File: src/common/versat_pkg.sv
`default_nettype none

package versat_pkg;

   localparam int DATA_W     = 32;
   localparam int SAMPLE_W   = 16;
   localparam int DELAY_W    = 7;
   localparam int LEN_W      = 16;
   localparam int N_LANES    = 16;
   localparam int CNT_W      = 4;
   localparam int CFG_ADDR_W = 5;

   // addresses 0 to 15 select the lane coefficients
   localparam logic [CFG_ADDR_W-1:0] ADDR_DELAY = 5'd16;
   localparam logic [CFG_ADDR_W-1:0] ADDR_LEN   = 5'd17;

   typedef struct packed {
      logic                  en;
      logic [CFG_ADDR_W-1:0] addr;
      logic [DATA_W-1:0]     data;
   } cfg_write_t;

   typedef struct packed {
      logic [DATA_W-SAMPLE_W-1:0] pad;
      logic [SAMPLE_W-1:0]        coef;
   } cfg_coef_t;

   typedef struct packed {
      logic [DATA_W-LEN_W-DELAY_W-1:0] pad;
      logic [LEN_W-1:0]                len;    // bits 22 to 7
      logic [DELAY_W-1:0]              delay;  // bits 6 to 0
   } cfg_ctrl_t;

   // the same config word read as a coefficient or as control fields
   typedef union packed {
      cfg_coef_t coef;
      cfg_ctrl_t ctrl;
   } cfg_word_u;

   typedef logic [N_LANES-1:0][DATA_W-1:0]   lane_bus_t;
   typedef logic [N_LANES-1:0][SAMPLE_W-1:0] coef_bus_t;

   typedef struct packed {
      logic [DATA_W-1:0] data;
      logic [CNT_W-1:0]  lane;
      logic              valid;
   } merge_out_t;

endpackage

`default_nettype wire

File: src/hdl/config_regs.sv
`timescale 1ns/1ps
`default_nettype none

module config_regs (
   input  wire logic                           clk,
   input  wire logic                           rst,
   input  wire versat_pkg::cfg_write_t         cfg,
   output versat_pkg::coef_bus_t               coefs,
   output logic [versat_pkg::DELAY_W-1:0]      merge_delay,
   output logic [versat_pkg::LEN_W-1:0]        run_len
);

   import versat_pkg::*;

   cfg_word_u word;

   assign word = cfg.data;

   always_ff @(posedge clk or posedge rst) begin
      if (rst) begin
         coefs       <= '0;
         merge_delay <= '0;
         run_len     <= '0;
      end else if (cfg.en) begin
         if (cfg.addr < N_LANES) begin
            coefs[cfg.addr[CNT_W-1:0]] <= word.coef.coef;
         end else if (cfg.addr == ADDR_DELAY) begin
            merge_delay <= word.ctrl.delay;
         end else if (cfg.addr == ADDR_LEN) begin
            run_len <= word.ctrl.len;
         end
         // anything above ADDR_LEN falls through and is dropped
      end
   end

endmodule

`default_nettype wire

File: config.mk
export PLATFORM = sky130hd
export DESIGN_NAME = config_regs
export DESIGN_NICKNAME = d
export VERILOG_FILES = /design/src/common/versat_pkg.sv /design/src/hdl/config_regs.sv
export SDC_FILE = /design/constraint.sdc
export NUM_CORES = 1
export LEC_CHECK = 0
export BUFFER_PORTS_ARGS = -buffer_cell sky130_fd_sc_hd__buf_2
export CORE_ASPECT_RATIO = 1.4
export CORE_UTILIZATION = 46
export DETAILED_ROUTE_END_ITERATION = 12
export GPL_ROUTABILITY_DRIVEN = 1
export PLACE_DENSITY = 0.83
export SYNTH_ARGS = -nofsm -noshare
export SYNTH_HDL_FRONTEND = slang
export SYNTH_SLANG_ARGS = --single-unit
File: constraint.sdc
create_clock -name clk -period 10.1 [get_ports clk]
set_input_delay 3.03 -clock clk [delete_from_list [all_inputs] [get_ports clk]]
set_output_delay 3.03 -clock clk [all_outputs]
set_load 0.01 [all_outputs]
Yosys cells after proc, flatten, opt, wreduce, memory -nomap -nowiden
Cells that the tools add are included.
{ "totals": {"register_bits": 279, "wordCells": 32} }
{ "op_classes": {"order_cmp": 3, "eq_ne": 2, "mux": 3, "bitwise_logic": 2, "reduce_logical": 4} }
{ "op_table": {"columns": ["operator", "count"], "rows": [
  ["256-bit bitwise mux", 1],
  ["16-bit demux with 4-bit select", 1],
  ["16-bit 2-to-1 mux", 1],
  ["5-bit equality test, second input constant", 2],
  ["4-bit by 5-bit less-than comparator with 1-bit output, second input constant", 1],
  ["5-bit less-than comparator, second input constant", 1],
  ["4-bit by 1-bit greater-or-equal comparator with 1-bit output, second input constant", 1],
  ["4-bit AND reduction", 1],
  ["3-bit AND reduction", 1],
  ["1-bit NOT", 2],
  ["2-bit AND reduction", 1],
  ["1-bit logical AND", 1]
]} }

Longest topological paths before layout
{ "depth": {"word_depth": 5, "ltp_mapped": 5} }

Worst setup path before layout
OpenSTA, ideal clock, no wires.
{ "synth_timing": {"path_kind": "input to register", "start": "in cfg[36] in the netlist's numbering", "end": "reg coefs[48] in the netlist's numbering", "path_stages": 5, "setup_slack_ps": 5813, "t_arrival_ps": 4163, "required_time_ps": 9975, "path_cell_list": "nor4b_4 -> nor2b_1 -> buf_4 -> buf_6 -> mux2_2"} }
{ "synth_between": {"elab_chain_len": 2} }
{ "synth_lines": {"columns": ["item", "line", "source"], "rows": [
  ["start: declaration", "config_regs.sv:7", "input wire versat_pkg::cfg_write_t cfg,"],
  ["5-bit less-than comparator", "config_regs.sv:25", "if (cfg.addr < N_LANES) begin"],
  ["2-bit AND reduction (no source line)", null, null],
  ["end signal: indexed assignment", "config_regs.sv:26", "coefs[cfg.addr[CNT_W-1:0]] <= word.coef.coef;"],
  ["end: declaration", "config_regs.sv:8", "output versat_pkg::coef_bus_t coefs,"]
]} }
No other way between the ends.
A chain may end at the register's enable or synchronous reset.

Worst setup path in the final report
{ "layout_timing": {"start": "in cfg[36] in the netlist's numbering", "end": "reg coefs[54] in the netlist's numbering"} }
The elaborated chain is that of the path after synthesis.

==> results.tsv <==
metric	value	unit
worst reg2reg setup slack	9.30	ns
antenna diode count	0	
Clock Skew	0	ns
Syn Nets	664	
Critical Path AT	4.92	ns
cts bufs inserted	26	
Largest stage delay, worst path	0.87	ns
cell family with most CP delay	simple AND/OR/NAND/NOR gates	
row count	65	
area taken by multi-input logic gates	0.003406	mm2
Hold Buf Count CTS	0	
Final Hold Fails	0	
global route overflow	0	
fin util	59.07	%
FILL cells	1763	
Final HPWL DP	17690	um
Setup CP Type	in -> reg	
final instance area	0.01331	mm2
P&R area growth vs syn	25.66	%
Max Cap Viol	0	
initial antenna violation count	0	
hold slack	0.4925	ns
Tot GR Track Use	21.70	%
number of placed cells counting well taps	1200	
Mapped Avg Cell Area	16.97	um2
Clock Latency Late Sink	0.52	ns
worst-margin pin slew	1.068	ns
Post-Place Cell Area	0.01236	mm2
Post-Synth Simple-Gate Area	2.009	%
via count	6373	
Via density	5.115	
GPL Wtd Cong	0.7491	
Worst setup EP type	register	
Ports	319	
Worst VDD drop	146.9	uV
CP cell instances	buf_2 > nor4b_4 > nor2b_2 > mux2_2	
FF/Latch Area	0.006982	mm2
total power draw	3.147	mW
CTS tree	built	
fraction of synthesized area in multiplexers	30.02	%
EDFF count, synth	0	
Worst Setup Slack, final	5.583	ns
CTS root buf	clkbuf_16	
Netlist cell types	21	
final setup vio count	0	
die height	181.5	um
Netlist Area Pre-Place	0.01059	mm2
asr flop ratio synth	100.0	%
Worst Path Required	10.50	ns
Slew HR	28.76	%
Nets	967	
fin crit share	44.73	%
die area	0.02364	mm2
Remaining DRCs	0	
worst hold path class	reg -> reg	
Synth Instances	624	
depth of the CTS H-tree	1	
Initial DRC Count	171	
die width	130.2	um
Seq/Total Area, Yosys	65.93	%
Finished Layout Cells	1246	
leakage	6.961	nW
Ys Warns	0	
synthesized flop and latch total	279	
Post-Synth XOR/XNOR Area	0	%
Initial Utilization	47.01	%
post_cts resized	0	
pin count of the biggest net entering global routing	162	
ys flop type	dfrtp_1	
RSZ-0062 raised after global routing	false	
layout cell share with drive strength beyond 1	68.15	%
pre-CTS WS	5.038	ns
Setup TNS	0	ns
CP bufs+invs	1	
post-route minimum period	4.517	ns
WL per Instance	20.25	um
clock sink count	279	
drt pass-1 iters	4	
area share of fa/ha/maj cells after synthesis	0	%
Post-Route WL	25230	um
status	complete, no violations	
Final ANT Viol Nets	0	
largest family of logic cells by synthesized area	multiplexers	
first-pass GRT wire length	38900	um
Post-CTS Setup Bufs	0	
pwr/cell area	236.5	mW/mm2
Synth Area in Compound Gates	0	%
CTS Buffer Depth	3	
Port Buffer Count	309	
Crit-path slowest cell	nor2b_2	
CP Max Fanout	16	
vias in the first global route	6728	
Core ar.	0.02253	mm2
CP startpoint kind	input port	
max frequency	221.4	MHz
max-slew violation count	0	
Reg clk slew, reported paths	0.06	ns
-- kinds of logic after synthesis --
group	after synthesis
buf+inv	39
simple gates	27
mux	279
flops	279
-- cell type report --
cell class	instances	share of cell area [%]
clock buffers	35	5.528
clock inverters	11	1.589
inverters	1	0.05641
multi-input cells	306	25.59
flip-flops and latches	279	52.46
well taps	301	2.830
repair buffers	313	11.94
-- cell usage after synthesis, types with 2 or more instances --
cell type / n / area share (%)
nor2b_1: 5 / 0.30
clkbuf_1: 16 / 0.57
buf_2: 14 / 0.66
nor3b_2: 2 / 0.24
mux2_2: 267 / 28
nor2_1: 2 / 0.071
mux2_4: 10 / 1.4
buf_6: 6 / 0.64
dfrtp_1: 279 / 66
mux2_1: 2 / 0.21
and4bb_1: 2 / 0.24
buf_4: 2 / 0.14
nand2_1: 7 / 0.25
nand2_2: 3 / 0.18
-- state kept, by name (all words and copies together), names as in the netlist --
register / count
coefs: 256
merge_delay: 7
run_len: 16
-- report_power, final --
group	switching [mW]	leakage, nW	internal, mW
clock network	0.407	0.461	0.663
logic	0.321	2.93	0.313
registers	0.107	3.57	1.34
total	0.835	6.96	2.31
-- layout by cell type (no fill, tap or decap), types with 2 or more instances in the layout --
cell,netlist,final
and4bb_1,2,2
buf_2,14,309
buf_4,2,3
bufinv_16,0,6
clkbuf_1,16,5
clkbuf_16,0,27
clkbuf_8,0,3
clkinv_2,0,3
clkinvlp_4,0,2
dfrtp_1,279,279
mux2_1,2,2
mux2_2,267,267
mux2_4,10,10
nand2_1,7,7
nand2_2,3,3
nor2_1,2,2
nor2b_1,5,2
nor2b_2,0,3
-- routing by layer --
| metal | global-route usage [%] | wire length (um) |
|---|---|---|
| met1 | 25.07 | 9509 |
| met2 | 38.53 | 13380 |
| met3 | 4.154 | 1402 |
| met4 | 9.395 | 931 |
| met5 | 0 | 0 |
-- worst paths after layout --
| check | endpoint | from | cells after the start |
|---|---|---|---|
| setup / recovery | coefs[54] | cfg[36] | 4 |
| hold / removal | coefs[187] | coefs[187] | 1 |
| setup reg to reg | coefs[2] | coefs[2] | 1 |
| hold reg to reg | coefs[187] | coefs[187] | 1 |
| max in group asynchronous | coefs[238] | rst | 4 |
| min in group asynchronous | coefs[147] | rst | 3 |
Power figures use the tool's default switching activity.
