## src/common/versat_pkg.sv

```systemverilog
`default_nettype none

package versat_pkg;

   localparam int DATA_W     = 32;
   localparam int SAMPLE_W   = 16;
   localparam int DELAY_W    = 7;
   localparam int LEN_W      = 16;
   localparam int N_LANES    = 16;
   localparam int CNT_W      = 4;
   localparam int CFG_ADDR_W = 5;

   // addresses 0 to 15 select the lane coefficients
   localparam logic [CFG_ADDR_W-1:0] ADDR_DELAY = 5'd16;
   localparam logic [CFG_ADDR_W-1:0] ADDR_LEN   = 5'd17;

   typedef struct packed {
      logic                  en;
      logic [CFG_ADDR_W-1:0] addr;
      logic [DATA_W-1:0]     data;
   } cfg_write_t;

   typedef struct packed {
      logic [DATA_W-SAMPLE_W-1:0] pad;
      logic [SAMPLE_W-1:0]        coef;
   } cfg_coef_t;

   typedef struct packed {
      logic [DATA_W-LEN_W-DELAY_W-1:0] pad;
      logic [LEN_W-1:0]                len;    // bits 22 to 7
      logic [DELAY_W-1:0]              delay;  // bits 6 to 0
   } cfg_ctrl_t;

   // the same config word read as a coefficient or as control fields
   typedef union packed {
      cfg_coef_t coef;
      cfg_ctrl_t ctrl;
   } cfg_word_u;

   typedef logic [N_LANES-1:0][DATA_W-1:0]   lane_bus_t;
   typedef logic [N_LANES-1:0][SAMPLE_W-1:0] coef_bus_t;

   typedef struct packed {
      logic [DATA_W-1:0] data;
      logic [CNT_W-1:0]  lane;
      logic              valid;
   } merge_out_t;

endpackage

`default_nettype wire

```

## src/hdl/lane_scale.sv

```systemverilog
`timescale 1ns/1ps
`default_nettype none

module lane_scale #(
   parameter int DEPTH = 0
) (
   input  wire logic                           clk,
   input  wire logic                           rst,
   input  wire logic                           run,
   input  wire logic                           running,
   input  wire logic [versat_pkg::SAMPLE_W-1:0] sample,
   input  wire logic [versat_pkg::SAMPLE_W-1:0] coef,
   output logic [versat_pkg::DATA_W-1:0]       product
);

   import versat_pkg::*;

   logic [DATA_W-1:0] mult;
   logic [DATA_W-1:0] pipe [0:DEPTH];

   assign mult = sample * coef;  // unsigned, full 32 bit result

   always_ff @(posedge clk or posedge rst) begin
      if (rst) begin
         for (int j = 0; j <= DEPTH; j++) begin
            pipe[j] <= '0;
         end
      end else if (run) begin
         // the run cycle itself is a sampling cycle when running is up
         pipe[0] <= running ? mult : '0;
         for (int j = 1; j <= DEPTH; j++) begin
            pipe[j] <= '0;
         end
      end else if (running) begin
         pipe[0] <= mult;
         for (int j = 1; j <= DEPTH; j++) begin
            pipe[j] <= pipe[j-1];
         end
      end
   end

   assign product = pipe[DEPTH];

endmodule

`default_nettype wire

```

## config.mk

```make
export PLATFORM = sky130hd
export DESIGN_NAME = lane_scale
export DESIGN_NICKNAME = d
export VERILOG_FILES = /design/src/common/versat_pkg.sv /design/src/hdl/lane_scale.sv
export SDC_FILE = /design/constraint.sdc
export NUM_CORES = 1
export LEC_CHECK = 0
export BUFFER_PORTS_ARGS = -buffer_cell sky130_fd_sc_hd__buf_2
export CAP_MARGIN = 5
export CORE_MARGIN = 1
export CORE_UTILIZATION = 60
export CTS_BUF_LIST = sky130_fd_sc_hd__clkbuf_2
export CTS_CLUSTER_SIZE = 16
export DETAILED_ROUTE_END_ITERATION = 10
export PLACE_DENSITY = 0.88
export SYNTH_ARGS = -nofsm -noshare
export SYNTH_HDL_FRONTEND = slang
export SYNTH_SLANG_ARGS = --single-unit
export TNS_END_PERCENT = 20
```

## constraint.sdc

```tcl
create_clock -name clk -period 1.11 [get_ports clk]
set_input_delay 0.0555 -clock clk [delete_from_list [all_inputs] [get_ports clk]]
set_output_delay 0.0555 -clock clk [all_outputs]
set_load 0.01 [all_outputs]
```

# [Yosys cells after proc, flatten, opt, wreduce, memory -nomap -nowiden]
# Cells that the tools add are included.
# Widths: inputs -> output; s select.
[op_classes] multipliers=1 mux=3 n_reduce_logical=1
[op_table] operator="$mux 32" count=3
[op_table] operator="$mul 16x16->32" count=1
[op_table] operator="$reduce_bool 2->1" count=1
[totals] register_bits=32

# [Depth between registers and ports, before layout]
[logic_depth] word_depth=3 ltp_mapped=21

# [Worst setup path after synthesis]
# Ideal clock, no wire load.
[synth_path] path_kind="input to register" startpoint="in coef[7] (netlist bit)" endpoint="reg pipe (netlist bit product[25])" setup_time_ps=131 arrival_time_ps=5024 slack_ps=-4046 stages=20 n_path_buf=2 cell_sequence="clkbuf_1 > nand2_1 > fa_1 > inv_1 > fa_1 > inv_1 > fa_1 > inv_1 > fa_1 > fa_1 > inv_1 > fa_1 > inv_1 > ha_1 > clkbuf_8 > a21oi_1 > o211ai_1 > a21boi_0 > a2111oi_2 > or3_1"
[synth_via] elab_chain_cells=3 word_cells_on_any_way=4 classes_between="mul (1); mux (3)"
[synth_rtl] element="start, declared" line_no="lane_scale.sv:12" source="input wire logic [versat_pkg::SAMPLE_W-1:0] coef,"
[synth_rtl] element="$mul 16x16->32 (*)" line_no="lane_scale.sv:21" source="assign mult = sample * coef;"
[synth_rtl] element="$mux 32 (on tied branches)" line_no="lane_scale.sv:34, lane_scale.sv:30"
[synth_rtl] element="$mux 32 (*)" line_no="lane_scale.sv:28" source="end else if (run) begin"
[synth_rtl] element="end signal, assigned by index" line_no="lane_scale.sv:37" source="pipe[j] <= pipe[j-1];"
[synth_rtl] element="end, declared" line_no="lane_scale.sv:19" source="logic [DATA_W-1:0] pipe [0:DEPTH];"
# Every way passes the cells marked *; elsewhere a longest branch is shown, timed or not. The select of a mux whose other input is x is not followed.
# A chain may end at the register's enable or synchronous reset.

# [Worst setup path after layout]
[layout_path] startpoint="in sample[11] (netlist bit)" endpoint="reg pipe (netlist bit product[25])"
[layout_via] elab_chain_cells=3 word_cells_on_any_way=4 classes_between="mul (1); mux (3)"
[layout_rtl] element="start, declared" line_no="lane_scale.sv:11" source="input wire logic [versat_pkg::SAMPLE_W-1:0] sample,"
[layout_rtl] element="$mul 16x16->32 (*)" line_no="lane_scale.sv:21"
[layout_rtl] element="$mux 32 (on tied branches)" line_no="lane_scale.sv:34, lane_scale.sv:30"
[layout_rtl] element="$mux 32 (*)" line_no="lane_scale.sv:28"
# Marks and branches as above.

==> results by group <==
Outcome
  – Outcome: complete, but fails checks
  – Failing checks: setup timing

Floorplan
  – Die Ht: 130.6 µm
  – I/O pin cnt: 68
  – Die Area: 17070 µm²
  – Num rows: 46
  – Die Span X: 130.6 µm
  – Area of the core: 16000 µm²
  – Initial Utilization: 62.06%

Setup path
  – Arr. time, crit path: 5.76 ns
  – Worst Setup End Kind: flop
  – CP max stage cell: fa_2
  – Reg-to-reg startpoint: product[25]
  – Cell Chain, Critical Path: buf_4 > nand2_1 > fa_1 > fa_2 > fa_1 > inv_2 > fa_2 > fa_1 > inv_1 > fa_2 > inv_2 > ha_4 > a21o_1 > nand3_1 > a211oi_4 > nor4_1 > or3_1
  – Critical R2R Capture: product[25]
  – Worst Setup SP: sample[11]
  – Crit path max fanout: 10
  – Critical Path Sink: product[25]
  – Critical path type: primary input to flop
  – CP required: 1.41 ns
  – R2R depth: 3
  – Crit-path max cell delay: 0.67 ns
  – Register-to-register setup slack: 0.02 ns
  – Startpoint Class: primary input

Timing
  – Slew margin rel.: 56.57%
  – Slew at the pin closest to its max-slew limit: 0.6446 ns
  – Setup violations, final: 41
  – Peak Freq: 183.0 MHz
  – PnR worst setup slack: -4.353 ns
  – Hold slack: 0.07826 ns
  – Fin. Hold Viols: 0
  – Clk_skew: 0 ns
  – Slew Viols, Final: 0
  – Period utilization: 492.2%
  – Final min period: 5.463 ns
  – RSZ-0062 raised after global routing: yes

Synth
  – Register area share after synthesis: 8.065%
  – Avg Cell Area, Syn: 8.811 µm²
  – Post-synth top area share: 39.11%
  – Fraction of registers with async set/reset: 100.0%
  – EDFF count, synth: 0
  – Mapped Cells: 1127
  – Top FF cell, synth: dfrtp_1
  – Top post-synthesis cells by area: fa_1 39%, ha_1 13%, inv_1 8.7%
  – Post-Syn Area: 9930 µm²
  – Most frequent cells after synthesis: 230 x inv_1, 194 x fa_1, 185 x nand2_1
  – Syn_nets: 1461
  – Count leader, synth: inv_1
  – Synth warn: 0
  – Synth unique cells: 56
  – Synth Register Bits: 32
  – Area leader, netlist: fa_1

Placed design
  – Input/output buffers: 67
  – Final HPWL DP: 22710 µm
  – Placed cells: 1520
  – Global placer's final weighted congestion: 0.9157

Routing
  – Routed wire length: 36840 µm
  – Detail Route Antenna Nets: 0
  – Drt wl/cell: 23.71 µm
  – Via density: 6.429
  – Initial DRC Count: 1197
  – Vias: 9991
  – Drt drc: 0
  – DR pass1 iterations: 6

Clocking
  – H-Tree Depth: 2
  – Clock-pin slew on the worst setup and hold paths: 0.28 ns
  – CTS Buffer Depth: 2
  – Clk sinks: 32
  – Inserted Clock Buffers: 5
  – Clk Tree Root Cell: clkbuf_2
  – Worst skew pair latency: 0.42 ns
  – TritonCTS clock tree: yes

Job
  – Maxcap violations: 0

GRT
  – Global route total overflow: 0
  – First-pass GRT wire length: 51510 µm
  – Antenna violations before repair: 3
  – Largest net degree at the start of global routing: 33
  – Global Route Usage Sum: 40.35%
  – Vias in the first global route: 10.66k

Finish
  – Final-layout fill cell count: 893
  – Nets@finish: 1670
  – Share of cells above drive strength 1: 29.17%
  – Final Instance Count excl. Fillers: 1554
  – Max reg flops: 32
  – P&R area growth vs syn: 27.56%
  – Layout Utilization: 79.16%

Hold path
  – Min-delay worst type: primary input to flop
critical path: cells and delay by family:
kind | cells | cell delay [ns]
adders and majority gates | 7 | 3.63
AOI/OAI and AO/OA | 2 | 0.72
buffers and inverters | 4 | 0.38
and+or+nand+nor | 4 | 0.95
worst min path at each step:
stage | from | to | slack (ns) | depth (start not counted)
floorplan | run | product[12] | 0.14 | 1
global placement | rst | product[30] | 0.16 | 3
detailed placement | rst | product[26] | 0.17 | 3
CTS | running | product[31] | 0.09 | 4
global route | running | product[15] | 0.10 | 5
finish | running | product[15] | 0.08 | 5
layout by cell type, fill, tap and decap left out, types with 3 or more instances in the layout:
cell type / synthesis / final
fa_2: 0 / 14
ha_1: 104 / 83
nor2_4: 0 / 3
nand2b_1: 7 / 5
or3_1: 10 / 10
xnor2_1: 5 / 3
o211ai_1: 10 / 10
o21a_1: 5 / 5
a22oi_1: 3 / 3
xor2_1: 8 / 6
nor3_1: 6 / 4
a21oi_4: 0 / 4
fa_1: 194 / 180
a21oi_2: 1 / 11
nor2_2: 0 / 5
buf_12: 0 / 6
buf_4: 0 / 171
o21ai_1: 1 / 12
o21ai_0: 33 / 19
a22o_1: 3 / 3
inv_2: 0 / 16
nand2_1: 185 / 177
dfrtp_1: 32 / 32
buf_6: 0 / 22
a21o_1: 5 / 5
nand4_1: 7 / 7
nor2_1: 14 / 6
clkbuf_2: 0 / 5
ha_4: 0 / 21
a32o_1: 8 / 8
nand3_1: 15 / 14
buf_2: 5 / 45
and2_1: 118 / 98
inv_1: 230 / 214
and2_4: 0 / 21
nand2_2: 0 / 7
a21oi_1: 36 / 22
per-layer routing:
layer,vias to the layer above,track usage (%),routed length (µm)
met3,409,13.07,4576
met4,0,31.30,3993
li1,3899,-,-
met5,-,0,0
met2,878,70.03,17310
met1,4805,40.01,10970
logic make-up (layout without fill, tap and decap cells):
family                   Yosys count  in the layout  synth area share, %
adder cells (fa/ha/maj)          298            298                52.22
AND/OR/NAND/NOR                  376            376                18.71
buffers and inverters            276            486                10.80
multiplexers                       1              1               0.1008
flip-flops                        32             32                8.065
XOR/XNOR                          13             13                1.147
other                              0              1                    0
AO/OA/AOI/OAI                    131            131                8.959
what timing repair did:
item / in CTS / in global routing
pin swaps: 54 / 44
setup buffers: 13 / 11
cloned: 0 / 0
endpoints found under the setup margin: 30 / 30
hold buffers: 2 / 0
endpoints found under the hold margin: 33 / 0
gates resized for setup: 125 / 75
area by class of cell:
type	instances	area, µm²	share of cell area, %
multi-input cells	819	8731	68.93
repair buffers	248	1927	15.21
inverters	230	863.3	6.816
flip-flops and latches	32	800.8	6.322
well taps	216	270.3	2.134
clock inverters	3	46.29	0.3655
clock buffers	5	25.02	0.1976
diodes	1	2.502	0.01976
metrics by stage:
stage	worst slack [ns]	TNS [ns]	cell area (µm²)
2_1_floorplan	-3.844	-95.03	10140
3_3_place_gp	-4.173	-107.28	11620
3_5_place_dp	-4.325	-110.48	11620
4_1_cts	-3.793	-92.72	12350
5_1_grt	-4.400	-106.77	12660
6_report	-4.353	-103.68	12670
Power is not shown: default switching activity piles up to over one toggle a cycle in this logic, so the estimate is an artifact.
