[config.mk]
export PLATFORM = sky130hd
export DESIGN_NAME = stream_merge
export DESIGN_NICKNAME = d
export VERILOG_FILES = /design/src/common/versat_pkg.sv /design/src/merge/stream_merge.sv
export SDC_FILE = /design/constraint.sdc
export NUM_CORES = 1
export LEC_CHECK = 0
export ABC_AREA = 1
export BUFFER_PORTS_ARGS = -buffer_cell sky130_fd_sc_hd__buf_4
export CORE_AREA = 2 2 220 222
export DETAILED_ROUTE_END_ITERATION = 6
export DIE_AREA = 0 0 222 224
export GPL_TIMING_DRIVEN = 0
export PLACE_DENSITY = 0.37
export SLEW_MARGIN = 20
export SYNTH_ARGS = -nofsm -noshare
export SYNTH_HDL_FRONTEND = slang
export SYNTH_SLANG_ARGS = --single-unit
[constraint.sdc]
create_clock -name clk -period 4.4 [get_ports clk]
set_clock_uncertainty 0.05 [all_clocks]
set_input_delay 0.22 -clock clk [delete_from_list [all_inputs] [get_ports clk]]
set_output_delay 0.22 -clock clk [all_outputs]
set_load 0.01 [all_outputs]
[src/common/versat_pkg.sv]
`default_nettype none

package versat_pkg;

   localparam int DATA_W     = 32;
   localparam int SAMPLE_W   = 16;
   localparam int DELAY_W    = 7;
   localparam int LEN_W      = 16;
   localparam int N_LANES    = 16;
   localparam int CNT_W      = 4;
   localparam int CFG_ADDR_W = 5;

   // addresses 0 to 15 select the lane coefficients
   localparam logic [CFG_ADDR_W-1:0] ADDR_DELAY = 5'd16;
   localparam logic [CFG_ADDR_W-1:0] ADDR_LEN   = 5'd17;

   typedef struct packed {
      logic                  en;
      logic [CFG_ADDR_W-1:0] addr;
      logic [DATA_W-1:0]     data;
   } cfg_write_t;

   typedef struct packed {
      logic [DATA_W-SAMPLE_W-1:0] pad;
      logic [SAMPLE_W-1:0]        coef;
   } cfg_coef_t;

   typedef struct packed {
      logic [DATA_W-LEN_W-DELAY_W-1:0] pad;
      logic [LEN_W-1:0]                len;    // bits 22 to 7
      logic [DELAY_W-1:0]              delay;  // bits 6 to 0
   } cfg_ctrl_t;

   // the same config word read as a coefficient or as control fields
   typedef union packed {
      cfg_coef_t coef;
      cfg_ctrl_t ctrl;
   } cfg_word_u;

   typedef logic [N_LANES-1:0][DATA_W-1:0]   lane_bus_t;
   typedef logic [N_LANES-1:0][SAMPLE_W-1:0] coef_bus_t;

   typedef struct packed {
      logic [DATA_W-1:0] data;
      logic [CNT_W-1:0]  lane;
      logic              valid;
   } merge_out_t;

endpackage

`default_nettype wire

[src/merge/stream_merge.sv]
`timescale 1ns/1ps
`default_nettype none

module stream_merge (
   input  wire logic                          clk,
   input  wire logic                          rst,
   input  wire logic                          run,
   input  wire logic                          running,
   input  wire logic [versat_pkg::DELAY_W-1:0] delay_cfg,
   input  wire versat_pkg::lane_bus_t          lanes,
   output versat_pkg::merge_out_t              out
);

   import versat_pkg::*;

   logic [DELAY_W-1:0] delay;
   logic [CNT_W-1:0]   counter;

   always_ff @(posedge clk or posedge rst) begin
      if (rst) begin
         delay   <= '0;
         counter <= '0;
         out     <= '0;
      end else if (run) begin
         delay     <= delay_cfg;
         counter   <= '0;
         out.valid <= 1'b0;  // counter is stale on the run cycle
      end else if (running) begin
         if (delay != '0) begin
            delay <= delay - 1'b1;
         end else begin
            counter <= counter + 1'b1;  // wraps after lane 15
         end
         out.data  <= lanes[counter];
         out.lane  <= counter;
         out.valid <= 1'b1;
      end else begin
         out.valid <= 1'b0;
      end
   end

endmodule

`default_nettype wire

# Yosys cells after proc, flatten, opt, wreduce, memory -nomap -nowiden
# Cells that the tools add are included.
classes:
  eq_ne: 1
  bitwise: 1
  add_sub_neg: 2
  mux: 10
  n_lt_le_gt_ge: 1
  reduce_logical: 6
ops:
  columns: ["op", "n"]
  rows:
  - ["$bmux 32 s4", 1]
  - ["$mux 32", 1]
  - ["$mux 7", 3]
  - ["$mux 4", 3]
  - ["$reduce_bool 7->1", 1]
  - ["$sub 7x1->7 const B", 1]
  - ["$reduce_and 2->1", 3]
  - ["$lt 4x5->1 const B", 1]
  - ["$add 4x1->4 const B", 1]
  - ["$reduce_bool 2->1", 2]
  - ["$mux 1", 2]
  - ["$ne 2x2->1 const B", 1]
  - ["$not 1->1", 1]
totals:
  reg_bits: 48
  out_inout_bits: 37
  in_bits: 523

# Logic depth before layout (Yosys ltp)
depth:
  ltp_word: 4
  ltp_mapped: 12
  mapped_depth_nobuf: 9

# Worst setup path after synthesis
# No wires, ideal clock.
synth_timing:
  path_type: "reg2reg"
  start: "register delay[0]"
  end: "register delay[1]"
  slack_ns: 2.930
  stages_incl_launch_ff: 10
  arrival_time_ns: 1.293
  setup_ns: 0.127
  t_required_ns: 4.223
  path_cell_list: "dfrtp_1 -> inv_1 -> ha_1 -> inv_1 -> nor2_1 -> nand3_2 -> nand2_1 -> nand2_1 -> o211ai_1 -> o21ai_1"
synth_via:
  elab_chain_cells: 4
  word_cells_on_any_way: 7
synth_rtl:
  columns: ["element", "line_no", "text"]
  rows:
  - ["start: declaration", "stream_merge.sv:16", "logic [DELAY_W-1:0] delay;"]
  - ["start signal: assignment", "stream_merge.sv:25", "delay <= delay_cfg;"]
  - ["start signal: assignment", "stream_merge.sv:30", "delay <= delay - 1'b1;"]
  - ["$sub 7x1->7", "stream_merge.sv:30", null]
  - ["$mux 7", "stream_merge.sv:29", "if (delay != '0) begin"]
  - ["$mux 7", "stream_merge.sv:28", "end else if (running) begin"]
  - ["$mux 7", "stream_merge.sv:24", "end else if (run) begin"]
# Several ways; a longest one is shown, not always the timed one. The select of a mux whose other input is x is not followed.
# A chain may end at the register's enable or synchronous reset.

# Worst setup path in the final report
layout_timing:
  start: "register counter[1]"
  end: "register out[25] (netlist bit)"
layout_via:
  elab_chain_cells: 2
layout_rtl:
  columns: ["element", "line_no", "text"]
  rows:
  - ["start: declaration", "stream_merge.sv:17", "logic [CNT_W-1:0] counter;"]
  - ["start signal: assignment", "stream_merge.sv:32", "counter <= counter + 1'b1;"]
  - ["$bmux 32 s4", "stream_merge.sv:34", "out.data <= lanes[counter];"]
  - ["$mux 32 (implied by the code)", "stream_merge.sv:34", null]
  - ["end: declaration", "stream_merge.sv:11", "output versat_pkg::merge_out_t out"]
# Every way passes these cells. The select of a mux whose other input is x is not followed.

==> impl_metrics.py <==
metrics = {
    "logic_synthesis": {
        "synth_top_area_share_pct": 37.5,
        "synthCells": 1375,
        "ys_ff_latch": 48,
        "synth_top_family_by_area": "simple AND/OR/NAND/NOR gates",
        "yosysUniqueCellTypes": 29,
        "yosysWarnings": 0,
        "yosys.area_share.simple_pct": 65.5,
        "synthMuxAreaShare_pct": 0,
        "syn_area_um2": 7130,
        "synthTopCellsByArea": "nand2_1 37%, nand3_1 24%, dfrtp_1 17%",
        "synthAdderAreaFrac_pct": 0.526,
        "syn_nets": 1901,
        "async_flop_share_pct": 100,
        "synth_flop_cell": "dfrtp_1",
        "synth.avg_cell_area_um2": 5.19,
        "yosys.area.top_type": "nand2_1",
        "synth-xor-area-share_pct": 0.491,
        "synth_edf_count": 0,
        "synth_sequential_area_ratio_pct": 16.8,
        "synth_compound_area_share_pct": 5.44,
    },
    "timing": {
        "finalSetupTns_ns": 0,
        "slew_violations": 0,
        "finalCritPeriodShare_pct": 53.8,
        "tightest_slew_ns": 0.813,
        "min_period_ns": 2.37,
        "rsz0062_at_grt": "false",
        "hold_viol": 0,
        "fmax_mhz": 423,
        "relSlewSlack_pct": 45.6,
        "finalSetupViolCount": 0,
    },
    "cts": {
        "ctsRootBufferMaster": "clkbuf_16",
        "cts_buffers": 5,
        "clk_latency_ns": 0.30,
        "cts_tree": "built",
        "cts.reportedPaths.clkPinSlew_ns": 0.07,
        "clock_path_buffers": 2,
        "htree_levels": 2,
        "cts.sinks": 48,
    },
    "power_and_ir_drop": {
        "leakagePower_nw": 6.64,
        "vdd.ir_drop.worst_uv": 130,
        "cellPowerDensity_nw_per_um2": 149,
    },
    "die": {
        "fp.dieH_um": 224,
        "initial_utilization_pct": 15.1,
        "rows": 80,
        "io_pins": 560,
        "core_area_um2": 47300,
        "die_w_um": 222,
        "die-area_um2": 49700,
    },
    "flow_run": {
        "maxCapViolCount": 0,
    },
    "layout": {
        "stdcell_area_um2": 12300,
        "num-fill-cells": 5569,
        "nets": 2468,
        "area_growth_pct": 72.3,
        "layout-drive-gt1-share_pct": 34.5,
    },
    "route": {
        "vias": 11395,
        "wirelength_um": 57900,
        "drtIter0Drc": 759,
        "avgRoutedWirePerCell_um": 22.6,
        "route.detailed.drc": 0,
        "dr.pass1.iters": 5,
        "viasPerCell": 4.45,
        "ant_nets": 0,
    },
    "critical_path": {
        "worstPathRequired_ns": 4.55,
        "crit_family": "buffers and inverters",
        "worstPathArrival_ns": 2.52,
        "timing.critical_path.mode_cell": "nand2_1",
        "startpoint_type": "register",
        "cp_max_fo": 10,
        "path_cells": "buf_2, buf_2, buf_2, nand3_1, nand3_1, nand2_1, nand2_1, nand2_1, nand2_1, nand2_1",
        "setup.worst_path.end_class": "register",
        "cpPeakStageDelay_ns": 0.44,
        "critPathSlowestCell": "buf_2",
        "crit_type": "reg2reg",
        "path_buf_inv": 3,
    },
    "grt": {
        "grt_pass1_wl_um": 81500,
        "grt_antenna_before_repair": 2,
        "grtUsageTotal_pct": 22.6,
        "grt_use_met2_pct": 41.8,
        "grt_max_degree": 49,
        "grt_pass1_vias": 11904,
        "overflow": 0,
        "grt_busiest_layer": "met2",
        "grtUsageMet3_pct": 5.73,
        "grt_use_met1_pct": 25.4,
    },
    "place": {
        "placed_area_um2": 12100,
        "dp_hpwl_um": 49000,
        "port_buffers": 559,
        "routabilityCongestion": 0.900,
    },
    "worst_hold_path": {
        "hp-class": "in2reg",
    },
    "run_status": {
        "status": "finished, final reports clean",
    },
}
## state kept, by name, indices dropped and copies added, names as in the netlist
register / cells
out: 37
counter: 4
delay: 7
## report_power, final
part	switching (mW)	internal [mW]	total, mW	leakage (nW)
clock network	0.185	0.285	0.471	0.0871
registers	0.0405	0.493	0.533	0.601
logic	0.363	0.462	0.825	5.95
## routing by layer
| layer | vias up | share of wire (%) |
|---|---|---|
| li1 | 5581 | - |
| met1 | 5243 | 39 |
| met2 | 508 | 50 |
| met3 | 63 | 7.5 |
| met4 | 0 | 2.8 |
| met5 | - | 0 |
## stage by stage
| stage | worst slack (ns) | hold WS [ns] | power, mW | util, % | cells |
|---|---|---|---|---|---|
| floorplan | 2.93 | 0.299 | 0.798 | - | 1375 |
| global placement | 2.00 | 0.396 | 1.38 | 25.6 | 2549 |
| detailed placement | 2.02 | 0.335 | 1.38 | 25.6 | 2549 |
| CTS | 2.00 | 0.0736 | 1.87 | 26.0 | 2558 |
| global route | 1.91 | 0.0876 | 1.95 | 26.0 | 2559 |
| finish | 2.03 | 0.0846 | 1.83 | 26.0 | 2559 |
## cells in the mapped netlist, drive strengths merged (2+ instances only)
master / number
nand2: 712
o21ai: 40
ha: 3
o211ai: 22
nor3: 2
nor2: 66
xor2: 2
dfrtp: 48
inv: 13
clkbuf: 16
a21oi: 2
nand3: 344
clkinv: 2
xnor2: 2
buf: 98
## worst reg2reg max path: cells and delay by family (launching register included)
family	cells	cell delay, ns
DFF	1	0.35
buffers and inverters	3	1.11
and+or+nand+nor	7	0.75
## repair_timing
item,CTS,global route
setup buffers,0,0
setup endpoints to repair,0,0
endpoints found under the hold margin,34,0
hold buffers,1,0
resized for setup,0,0
## cells in the final DEF, fill, tap and decap left out, types with 5 or more instances in the layout
| cell type | netlist | final |
|---|---|---|
| nand2_1 | 712 | 712 |
| buf_4 | 21 | 580 |
| nand3_1 | 343 | 343 |
| nor2_1 | 65 | 65 |
| buf_2 | 52 | 52 |
| dfrtp_1 | 48 | 48 |
| o21ai_0 | 39 | 39 |
| o211ai_1 | 22 | 22 |
| buf_6 | 21 | 21 |
| clkbuf_1 | 15 | 15 |
| inv_1 | 10 | 9 |
| clkbuf_16 | 0 | 5 |
## path summary, 6_finish.rpt
kind                               from        to  slack (ns)  cells after the start
min                        delay_cfg[5]  delay[5]        0.08                      3
max in group asynchronous           rst  delay[0]        3.32                      3
max                          counter[1]   out[25]        2.03                     10
min in group asynchronous           rst    out[0]        0.51                      3
min reg2reg                     out[34]   out[34]        0.43                      2
max reg2reg                  counter[1]   out[25]        2.03                     10
## layout make-up
type	count	area (um2)	share of cell area, %
tap	615	769	6.26
timing repair buffer	560	4210	34.2
sequential	48	1200	9.77
clock buffer	6	139	1.13
buffer	114	742	6.04
multi-input combinational	1198	5130	41.7
clock inverter	2	38.8	0.316
inverter	15	61.3	0.499
antenna	1	2.50	0.0204
## logic make-up (layout without fill, tap and decap cells)
| kind of cell | Yosys count | after routing |
|---|---|---|
| compound gates | 66 | 66 |
| xor+xnor | 4 | 4 |
| fa+ha+maj | 3 | 3 |
| buf+inv | 129 | 697 |
| flops | 48 | 48 |
| other cells | 0 | 1 |
| simple gates | 1125 | 1125 |
Power figures use the tool's default switching activity.
