$ cat config.mk
export PLATFORM = sky130hd
export DESIGN_NAME = run_control
export DESIGN_NICKNAME = d
export VERILOG_FILES = /design/src/common/versat_pkg.sv /design/src/hdl/run_control.sv
export SDC_FILE = /design/constraint.sdc
export NUM_CORES = 1
export LEC_CHECK = 0
export ABC_AREA = 1
export ABC_CLOCK_PERIOD_IN_PS = 2800
export BUFFER_PORTS_ARGS = -buffer_cell sky130_fd_sc_hd__clkbuf_2
export CORE_UTILIZATION = 45
export CTS_CLUSTER_SIZE = 16
export DETAILED_ROUTE_END_ITERATION = 8
export MAX_ROUTING_LAYER = met4
export PLACE_DENSITY = 0.66
export SLEW_MARGIN = 40
export SYNTH_ARGS = -nofsm -noshare
export SYNTH_HDL_FRONTEND = slang
export SYNTH_SLANG_ARGS = --single-unit
$ cat constraint.sdc
create_clock -name clk -period 2.8 [get_ports clk]
set_input_delay 0.14 -clock clk [delete_from_list [all_inputs] [get_ports clk]]
set_output_delay 0.14 -clock clk [all_outputs]
set_load 0.03 [all_outputs]
$ cat src/common/versat_pkg.sv
`default_nettype none

package versat_pkg;

   localparam int DATA_W     = 32;
   localparam int SAMPLE_W   = 16;
   localparam int DELAY_W    = 7;
   localparam int LEN_W      = 16;
   localparam int N_LANES    = 16;
   localparam int CNT_W      = 4;
   localparam int CFG_ADDR_W = 5;

   // addresses 0 to 15 select the lane coefficients
   localparam logic [CFG_ADDR_W-1:0] ADDR_DELAY = 5'd16;
   localparam logic [CFG_ADDR_W-1:0] ADDR_LEN   = 5'd17;

   typedef struct packed {
      logic                  en;
      logic [CFG_ADDR_W-1:0] addr;
      logic [DATA_W-1:0]     data;
   } cfg_write_t;

   typedef struct packed {
      logic [DATA_W-SAMPLE_W-1:0] pad;
      logic [SAMPLE_W-1:0]        coef;
   } cfg_coef_t;

   typedef struct packed {
      logic [DATA_W-LEN_W-DELAY_W-1:0] pad;
      logic [LEN_W-1:0]                len;    // bits 22 to 7
      logic [DELAY_W-1:0]              delay;  // bits 6 to 0
   } cfg_ctrl_t;

   // the same config word read as a coefficient or as control fields
   typedef union packed {
      cfg_coef_t coef;
      cfg_ctrl_t ctrl;
   } cfg_word_u;

   typedef logic [N_LANES-1:0][DATA_W-1:0]   lane_bus_t;
   typedef logic [N_LANES-1:0][SAMPLE_W-1:0] coef_bus_t;

   typedef struct packed {
      logic [DATA_W-1:0] data;
      logic [CNT_W-1:0]  lane;
      logic              valid;
   } merge_out_t;

endpackage

`default_nettype wire

$ cat src/hdl/run_control.sv
`timescale 1ns/1ps
`default_nettype none

module run_control (
   input  wire logic                        clk,
   input  wire logic                        rst,
   input  wire logic                        start,
   input  wire logic [versat_pkg::LEN_W-1:0] run_len,
   output logic                             run,
   output logic                             running,
   output logic                             done
);

   import versat_pkg::*;

   logic [LEN_W-1:0] remain;
   logic             accept;

   assign accept = start && !running;  // starts inside a run are dropped

   always_ff @(posedge clk or posedge rst) begin
      if (rst) begin
         run     <= 1'b0;
         running <= 1'b0;
         done    <= 1'b0;
         remain  <= '0;
      end else begin
         run <= accept;

         // second term covers a zero length run that never raises running
         done <= (running && remain == LEN_W'(1)) || (run && !running);

         if (accept) begin
            running <= (run_len != '0);
            remain  <= run_len;
         end else if (running) begin
            remain <= remain - 1'b1;
            if (remain == LEN_W'(1)) begin
               running <= 1'b0;
            end
         end
      end
   end

endmodule

`default_nettype wire

# --- Word-level counts from Yosys, hierarchy flattened ---
# Index checks and enable logic that the tools add are counted.
word_totals:
  reg_bits: 19
  in_bits: 19
  output_inout_bits: 3
  word_cells: 18
op_classes:
  n_addsub: 1
  eq_ne: 1
  muxes: 5
  reduce_logical: 7
op_table:
  columns: ["cell", "n"]
  rows:
  - ["$mux W16", 2]
  - ["$eq A16 B1 Y1 const B", 1]
  - ["$reduce_bool A16 Y1", 1]
  - ["$sub A16 B1 Y16 const B", 1]
  - ["$logic_and A1 B1 Y1", 3]
  - ["$mux W1", 3]
  - ["$reduce_bool A2 Y1", 1]
  - ["$logic_not A1 Y1", 1]
  - ["$logic_or A1 B1 Y1", 1]

# --- Longest topological paths before layout ---
# Gate-level depths: netlist (run 1).
depth:
  ltp_word: 4
  ltp_mapped: 9
  mapped_depth_nobuf: 9

# --- Worst setup path after synthesis (run 1) ---
# OpenSTA, ideal clock, no wires.
synth_timing:
  path_type: "register -> register"
  startpoint: "register remain[0]"
  endpoint: "register remain[14]"
  setup_time_ps: 117
  arrival_ps: 1134
  t_required_ps: 2683
  path_slack_ps: 1549
  stages_incl_launch_ff: 10
  n_path_buf: 0
  period_less_slack_ps: 1251
  cell_sequence: "dfrtp_1 inv_1 ha_1 inv_1 nor2_4 nand2_1 nand2_1 nand2_1 nand2_1 nand2_1"
synth_via:
  elab_chain_cells: 3
synth_rtl:
  columns: ["element", "line", "rtl"]
  rows:
  - ["start: declaration", "run_control.sv:16", "logic [LEN_W-1:0] remain;"]
  - ["start signal: assignment", "run_control.sv:35", "remain <= run_len;"]
  - ["start signal: assignment", "run_control.sv:37", "remain <= remain - 1'b1;"]
  - ["$sub A16 B1 Y16", "run_control.sv:37", null]
  - ["$mux W16", "run_control.sv:36", "end else if (running) begin"]
  - ["$mux W16", "run_control.sv:33", "if (accept) begin"]
# Every way passes these cells. The select of a mux whose other input is x is not followed.
# A chain may end at the register's enable or synchronous reset.

# --- Worst setup path in the final report (run 1) ---
layout_timing:
  startpoint: "register running"
  endpoint: "register remain[5]"
layout_via:
  elab_chain_cells: 3
  word_cells_on_any_way: 4
  cone_classes: "1 x mux; 3 x reduce/logical"
layout_rtl:
  columns: ["element", "line", "rtl"]
  rows:
  - ["start: declaration", "run_control.sv:10", "output logic running,"]
  - ["start signal: assignment", "run_control.sv:34", "running <= (run_len != '0);"]
  - ["$logic_not A1 Y1 *", "run_control.sv:19", "assign accept = start && !running;"]
  - ["$logic_and A1 B1 Y1 *", "run_control.sv:19", null]
  - ["net accept", "run_control.sv:17", "logic accept;"]
  - ["$mux W16 / $reduce_bool A2 Y1 (equally long branches)", null, null]
# The timed path passes the listed nets; every way through them passes the cells marked *.

==> metrics.csv, run 1 <==
stage,metric,value,unit
outcome,outcome,"finished, final reports clean",
synth,Post-Syn Instances,218,
worst_setup_path,CP required,3000,ps
timing,post-layout min period,1650,ps
power_and_ir_drop,Max IR drop VDD,0.165,mV
routing,total vias in the final route,1341,
placed_design,sum of net half-perimeters after detailed placement,2.44,mm
timing,Worst Tran Pin Value,685,ps
global_routing,initial antenna violation count,0,
clock_network,clk buf depth,2,
synth,"Distinct cells, synth",21,
clock_network,clock latency on the worst-skew pair,290,ps
synth,"Seq/Total Area, Yosys",0.342,
timing,setup repair after global routing missed its margin,false,
timing,Worst Clk Skew,1.39,ps
synth,register bit total from synthesis,19,
synth,Post-synth ARST share,1.00,
timing,Setup Viol. Count Final,0,
floorplan,io pins,22,
synth,Syn Area/Cell,6.38,µm²
floorplan,initial core utilization,0.487,
synth,YS warnings,0,
worst_setup_path,Critical Path Max Stage Delay,780,ps
synth,Yosys top cell area share,0.342,
clock_network,CTS tree,built,
synth,top cell type by total area after synthesis,dfrtp_1,
timing,f_max,606,MHz
routing,"antenna viol nets, final",0,
routing,initial DRC count,56,
synth,Post-synth EDFFs,0,
clock_network,CTS Root Cell,clkbuf_4,
placed_design,final RePlAce weighted congestion,0.878,
floorplan,Die X,57.6,µm
clock_network,Worst-path clk slew,110,ps
synth,ys flop type,dfrtp_1,
layout,"commonest non-fill, non-tap cell in the layout",nand2_1,
worst_setup_path,Worst EP arrival,1850,ps
synth,Syn Nets,239,
worst_setup_path,CP Launch Type,flip-flop,
layout,highest-count cells in the layout ignoring fill and taps,"nand2_1, inv_1, nor2_1",
timing,Relative slew margins,0.540,
layout,Area Growth Syn to Fin,10.6,%
global_routing,first-pass GRT wire length,5.60,mm
clock_network,H-tree Lvls,1,
floorplan,die area,3320,µm²
worst_setup_path,CP endpoint kind,flip-flop,
timing,Final WS setup,1150,ps
worst_hold_path,HP Class,in -> reg,
clock_network,Resize count post-CTS,0,
clock_network,Post-CTS Setup Bufs,0,
clock_network,hold buffer count at CTS,1,
timing,Tcrit/Tclk final,0.590,
synth,synth top area cells,"dfrtp_1, nand2_1, inv_1",
layout,Final nets,262,
layout,layout cells sized above 1,0.154,
layout,diode count,0,
power_and_ir_drop,pwr dens,314,nW/µm²
clock_network,total CTS buffers,3,
timing,Fin. Hold Viols,0,
routing,drt via density,4.95,
flow_run,MaxCap Viol Count,0,
worst_setup_path,CP Class,reg -> reg,
worst_setup_path,crit path cell chain,"inv_2, nand2_2, inv_2, nand2_1, o21ai_0, inv_1, nand2_1",
worst_setup_path,critical path peak fanout,20,
worst_setup_path,crit path max-delay cell type,dfrtp_1,
global_routing,Overall Global Routing Usage,0.226,
placed_design,setup slack at placement,1180,ps
synth,cell area after synthesis,1390,µm²
routing,drt pass-1 iters,4,
floorplan,# rows,19,
floorplan,core area,2850,µm²
routing,total wire length,3.18,mm
timing,fin. max-slew vios,0,
global_routing,gr ovfl total,0,
routing,DR DRC count,0,
global_routing,largest net degree at the start of global routing,21,
power_and_ir_drop,Tot Pwr,483,µW
clock_network,total clock sinks,19,
floorplan,Die H,57.6,µm
global_routing,vias in the first global route,1218,
placed_design,port buffer count,21,
routing,per-cell routed wire length,11.7,µm
timing,final setup TNS,0,ps
power_and_ir_drop,leakage,0.847,nW
## area by class of cell
cell class                 instances  area (µm²)
fill                             295        1320
multi-input combinational        154         728
sequential                        19         475
inverter                          41         154
timing repair buffer              22         115
tap                               31        38.8
clock buffer                       4        26.3
## critical path: cells and delay by family, from the launching register on
| family | cells | cell delay, ps |
|---|---|---|
| buffers and inverters | 3 | 320 |
| AOI/OAI and AO/OA | 1 | 80 |
| DFF | 1 | 780 |
| and+or+nand+nor | 3 | 370 |
## stage by stage
step                hold WS, ps  cells  cell area [µm²]   util
floorplan                  91.1    218             1390      -
global placement            297    266             1500  0.526
detailed placement          297    266             1500  0.526
CTS                        61.4    271             1540  0.539
global route               66.5    271             1540  0.539
finish                     72.4    271             1540  0.539
## routing by layer
metal,routed length (µm),track usage,part of all wire,vias to the layer above
met3,107,0.0204,0.034,2
li1,-,-,-,708
met2,1400,0.327,0.44,27
met4,21,0.0627,0.0066,0
met5,0,-,0,-
met1,1650,0.334,0.52,604
## cells by family after synthesis
family,share of synthesized area
simple gates,0.410
buf+inv,0.134
compound gates,0.0837
flops,0.342
xor+xnor,0.0126
fa+ha+maj,0.0180
## cell usage after synthesis (3+ instances only)
| cell | instances |
|---|---|
| nand2_1 | 75 |
| inv_1 | 39 |
| nor2_1 | 27 |
| dfrtp_1 | 19 |
| nand3_1 | 16 |
| o21ai_0 | 7 |
| o22ai_1 | 6 |
| nor2_4 | 4 |
| nand2_2 | 3 |
| nor2_2 | 3 |
| o211ai_1 | 3 |
## where the power goes
group / total (mW) / internal (mW) / switching [mW]
combinational: 0.0488 / 0.0198 / 0.0290
sequential: 0.290 / 0.281 / 0.00932
clock: 0.144 / 0.0554 / 0.0886
## path summary, 6_finish.rpt
| path | from | end | slack, ps | cells after the start |
|---|---|---|---|---|
| max | running | remain[5] | 1150 | 7 |
| min | run_len[1] | remain[1] | 70 | 3 |
| max reg2reg | running | remain[5] | 1150 | 7 |
| min reg2reg | run | done | 520 | 1 |
| max in group asynchronous | rst | remain[8] | 2090 | 3 |
| min in group asynchronous | rst | remain[14] | 370 | 3 |
## sequential cells by signal, summed over array words and instances, names as in the netlist
name and count:
done 1, run 1, remain 16, running 1
(Power assumes the default switching activity.)
==> inputs of run 2 (changes only) <==
ABC_CLOCK_PERIOD_IN_PS = 1550   (was 2800)
clock period = 1.55 ns   (was 2.8 ns; I/O delays follow)
==> run 2 against run 1 <==
Critical path depth up 2. Utilization rose by 0.79 points. Global-route usage rose by 0.78 points. Register-to-register slack lost 960 ps. Count of clock-buffer cells in the layout is the same. Hold slack got worse by 70 ps. Flip-flop and latch count is the same.
==> metrics.csv, run 2 (same netlist as run 1, synthesis figures left out) <==
stage,metric,value,unit
outcome,outcome,"finished, final reports clean",
layout,final cell count without fillers,274,
layout,fill count,288,
clock_network,total CTS buffers,3,
layout,largest register by flop count,remain,
floorplan,core area,2850,µm²
routing,total vias in the final route,1344,
global_routing,gr ovfl total,0,
worst_setup_path,"most used cell, CP",nand2_1,
worst_setup_path,crit path max-delay cell type,dfrtp_1,
timing,fin. max-slew vios,0,
routing,"antenna viol nets, final",0,
worst_setup_path,Worst EP arrival,1570,ps
routing,initial DRC count,41,
clock_network,hold buffer count at CTS,1,
global_routing,vias in the first global route,1197,
clock_network,total clock sinks,19,
placed_design,setup slack at placement,219,ps
layout,sequential cell area,475,µm²
timing,Setup Viol. Count Final,0,
clock_network,clk buf depth,2,
floorplan,Die X,57.6,µm
layout,highest-count cells in the layout ignoring fill and taps,"nand2_1, inv_1, nor2_1",
layout,max FFs per register,16,
layout,Final nets,265,
global_routing,largest net degree at the start of global routing,20,
timing,Fin. Hold Viols,0,
power_and_ir_drop,leakage,0.864,nW
timing,f_max,736,MHz
clock_network,Worst-path clk slew,110,ps
layout,"commonest non-fill, non-tap cell in the layout",nand2_1,
timing,Worst Tran Pin Value,311,ps
layout,area occupied by multi-input gates,728,µm²
placed_design,sum of net half-perimeters after detailed placement,2.49,mm
timing,post-layout min period,1360,ps
clock_network,H-tree Lvls,1,
worst_setup_path,CP endpoint kind,flip-flop,
timing,final setup TNS,0,ps
floorplan,# rows,19,
placed_design,Placed Cells incl. Taps,269,
timing,Worst Clk Skew,3.63,ps
power_and_ir_drop,pwr dens,562,nW/µm²
placed_design,Area after DPL,1520,µm²
placed_design,port buffer count,21,
floorplan,Die H,57.6,µm
global_routing,met3 usage,0.0204,
timing,hold_ws,1.92,ps
floorplan,initial core utilization,0.487,
clock_network,clock latency on the worst-skew pair,300,ps
routing,drt pass-1 iters,4,
layout,"Core Util, Final",0.547,
global_routing,first-pass GRT wire length,5.64,mm
worst_setup_path,CP Buf/Inv Count,1,
layout,layout cells sized above 1,0.165,
global_routing,initial antenna violation count,0,
routing,per-cell routed wire length,11.9,µm
worst_setup_path,CP Launch Type,flip-flop,
global_routing,met1 Use GR,0.354,
timing,Final WS setup,191,ps
routing,total wire length,3.25,mm
timing,Relative slew margins,0.792,
timing,setup repair after global routing missed its margin,false,
worst_setup_path,CP Class,reg -> reg,
routing,drt via density,4.91,
worst_hold_path,HP Class,in -> reg,
global_routing,busiest grt layer,met1,
clock_network,Resize count post-CTS,0,
worst_setup_path,cell family with most CP delay,simple AND/OR/NAND/NOR gates,
worst_setup_path,crit path cell chain,"inv_1, ha_1, nand2_1, nor2_1, nand3_1, nand2_1, nand2_1, nand2_1, nand2_1",
power_and_ir_drop,Max IR drop VDD,0.382,mV
layout,Area Growth Syn to Fin,12.2,%
layout,cell area after layout,1560,µm²
flow_run,MaxCap Viol Count,0,
global_routing,met2 Use GR,0.321,
layout,diode count,0,
clock_network,CTS tree,built,
floorplan,io pins,22,
clock_network,Post-CTS Setup Bufs,0,
global_routing,Overall Global Routing Usage,0.233,
power_and_ir_drop,Tot Pwr,877,µW
worst_setup_path,Critical Path Max Stage Delay,420,ps
clock_network,CTS Root Cell,clkbuf_4,
floorplan,die area,3320,µm²
timing,Tcrit/Tclk final,0.877,
placed_design,final RePlAce weighted congestion,0.911,
worst_setup_path,critical path peak fanout,3,
routing,DR DRC count,0,
worst_setup_path,CP required,1760,ps
[run 2: area by class of cell]
class | count | share of cell area
clock buffers | 4 | 0.0168
multi-input cells | 154 | 0.467
flip-flops and latches | 19 | 0.305
inverters | 41 | 0.0986
well taps | 31 | 0.0249
repair buffers | 25 | 0.0882
[run 2: worst reg2reg max path, cell delays in order, from the launching register on]
cell	delay, ps
dfrtp_1	420
inv_1	100
ha_1	190
nand2_1	80
nor2_1	170
nand3_1	100
nand2_1	70
nand2_1	40
nand2_1	50
nand2_1	50
[run 2: path summary, 6_finish.rpt]
check                           start         end  slack [ps]  cells past startpoint
hold reg to reg                   run        done         520                      1
hold / removal             run_len[1]   remain[1]           2                      3
setup / recovery            remain[1]  remain[12]         190                      9
max in group asynchronous         rst   remain[0]        1030                      4
min in group asynchronous         rst   remain[9]         310                      4
setup reg to reg            remain[1]  remain[12]         190                      9
[run 2: report_power, final]
group	internal [mW]	leakage [nW]	switching, mW	total, mW
Sequential	0.507	0.195	0.0170	0.524
Clock	0.100	0.0150	0.162	0.263
Combinational	0.0375	0.654	0.0535	0.0910
[run 2: per-layer routing]
metal  up-vias  wire length [µm]  share of wire
li1        718                 -              -
met1       597              1780           0.55
met2        24              1340           0.41
met3         5                89          0.027
met4         0                46          0.014
met5         -                 0              0
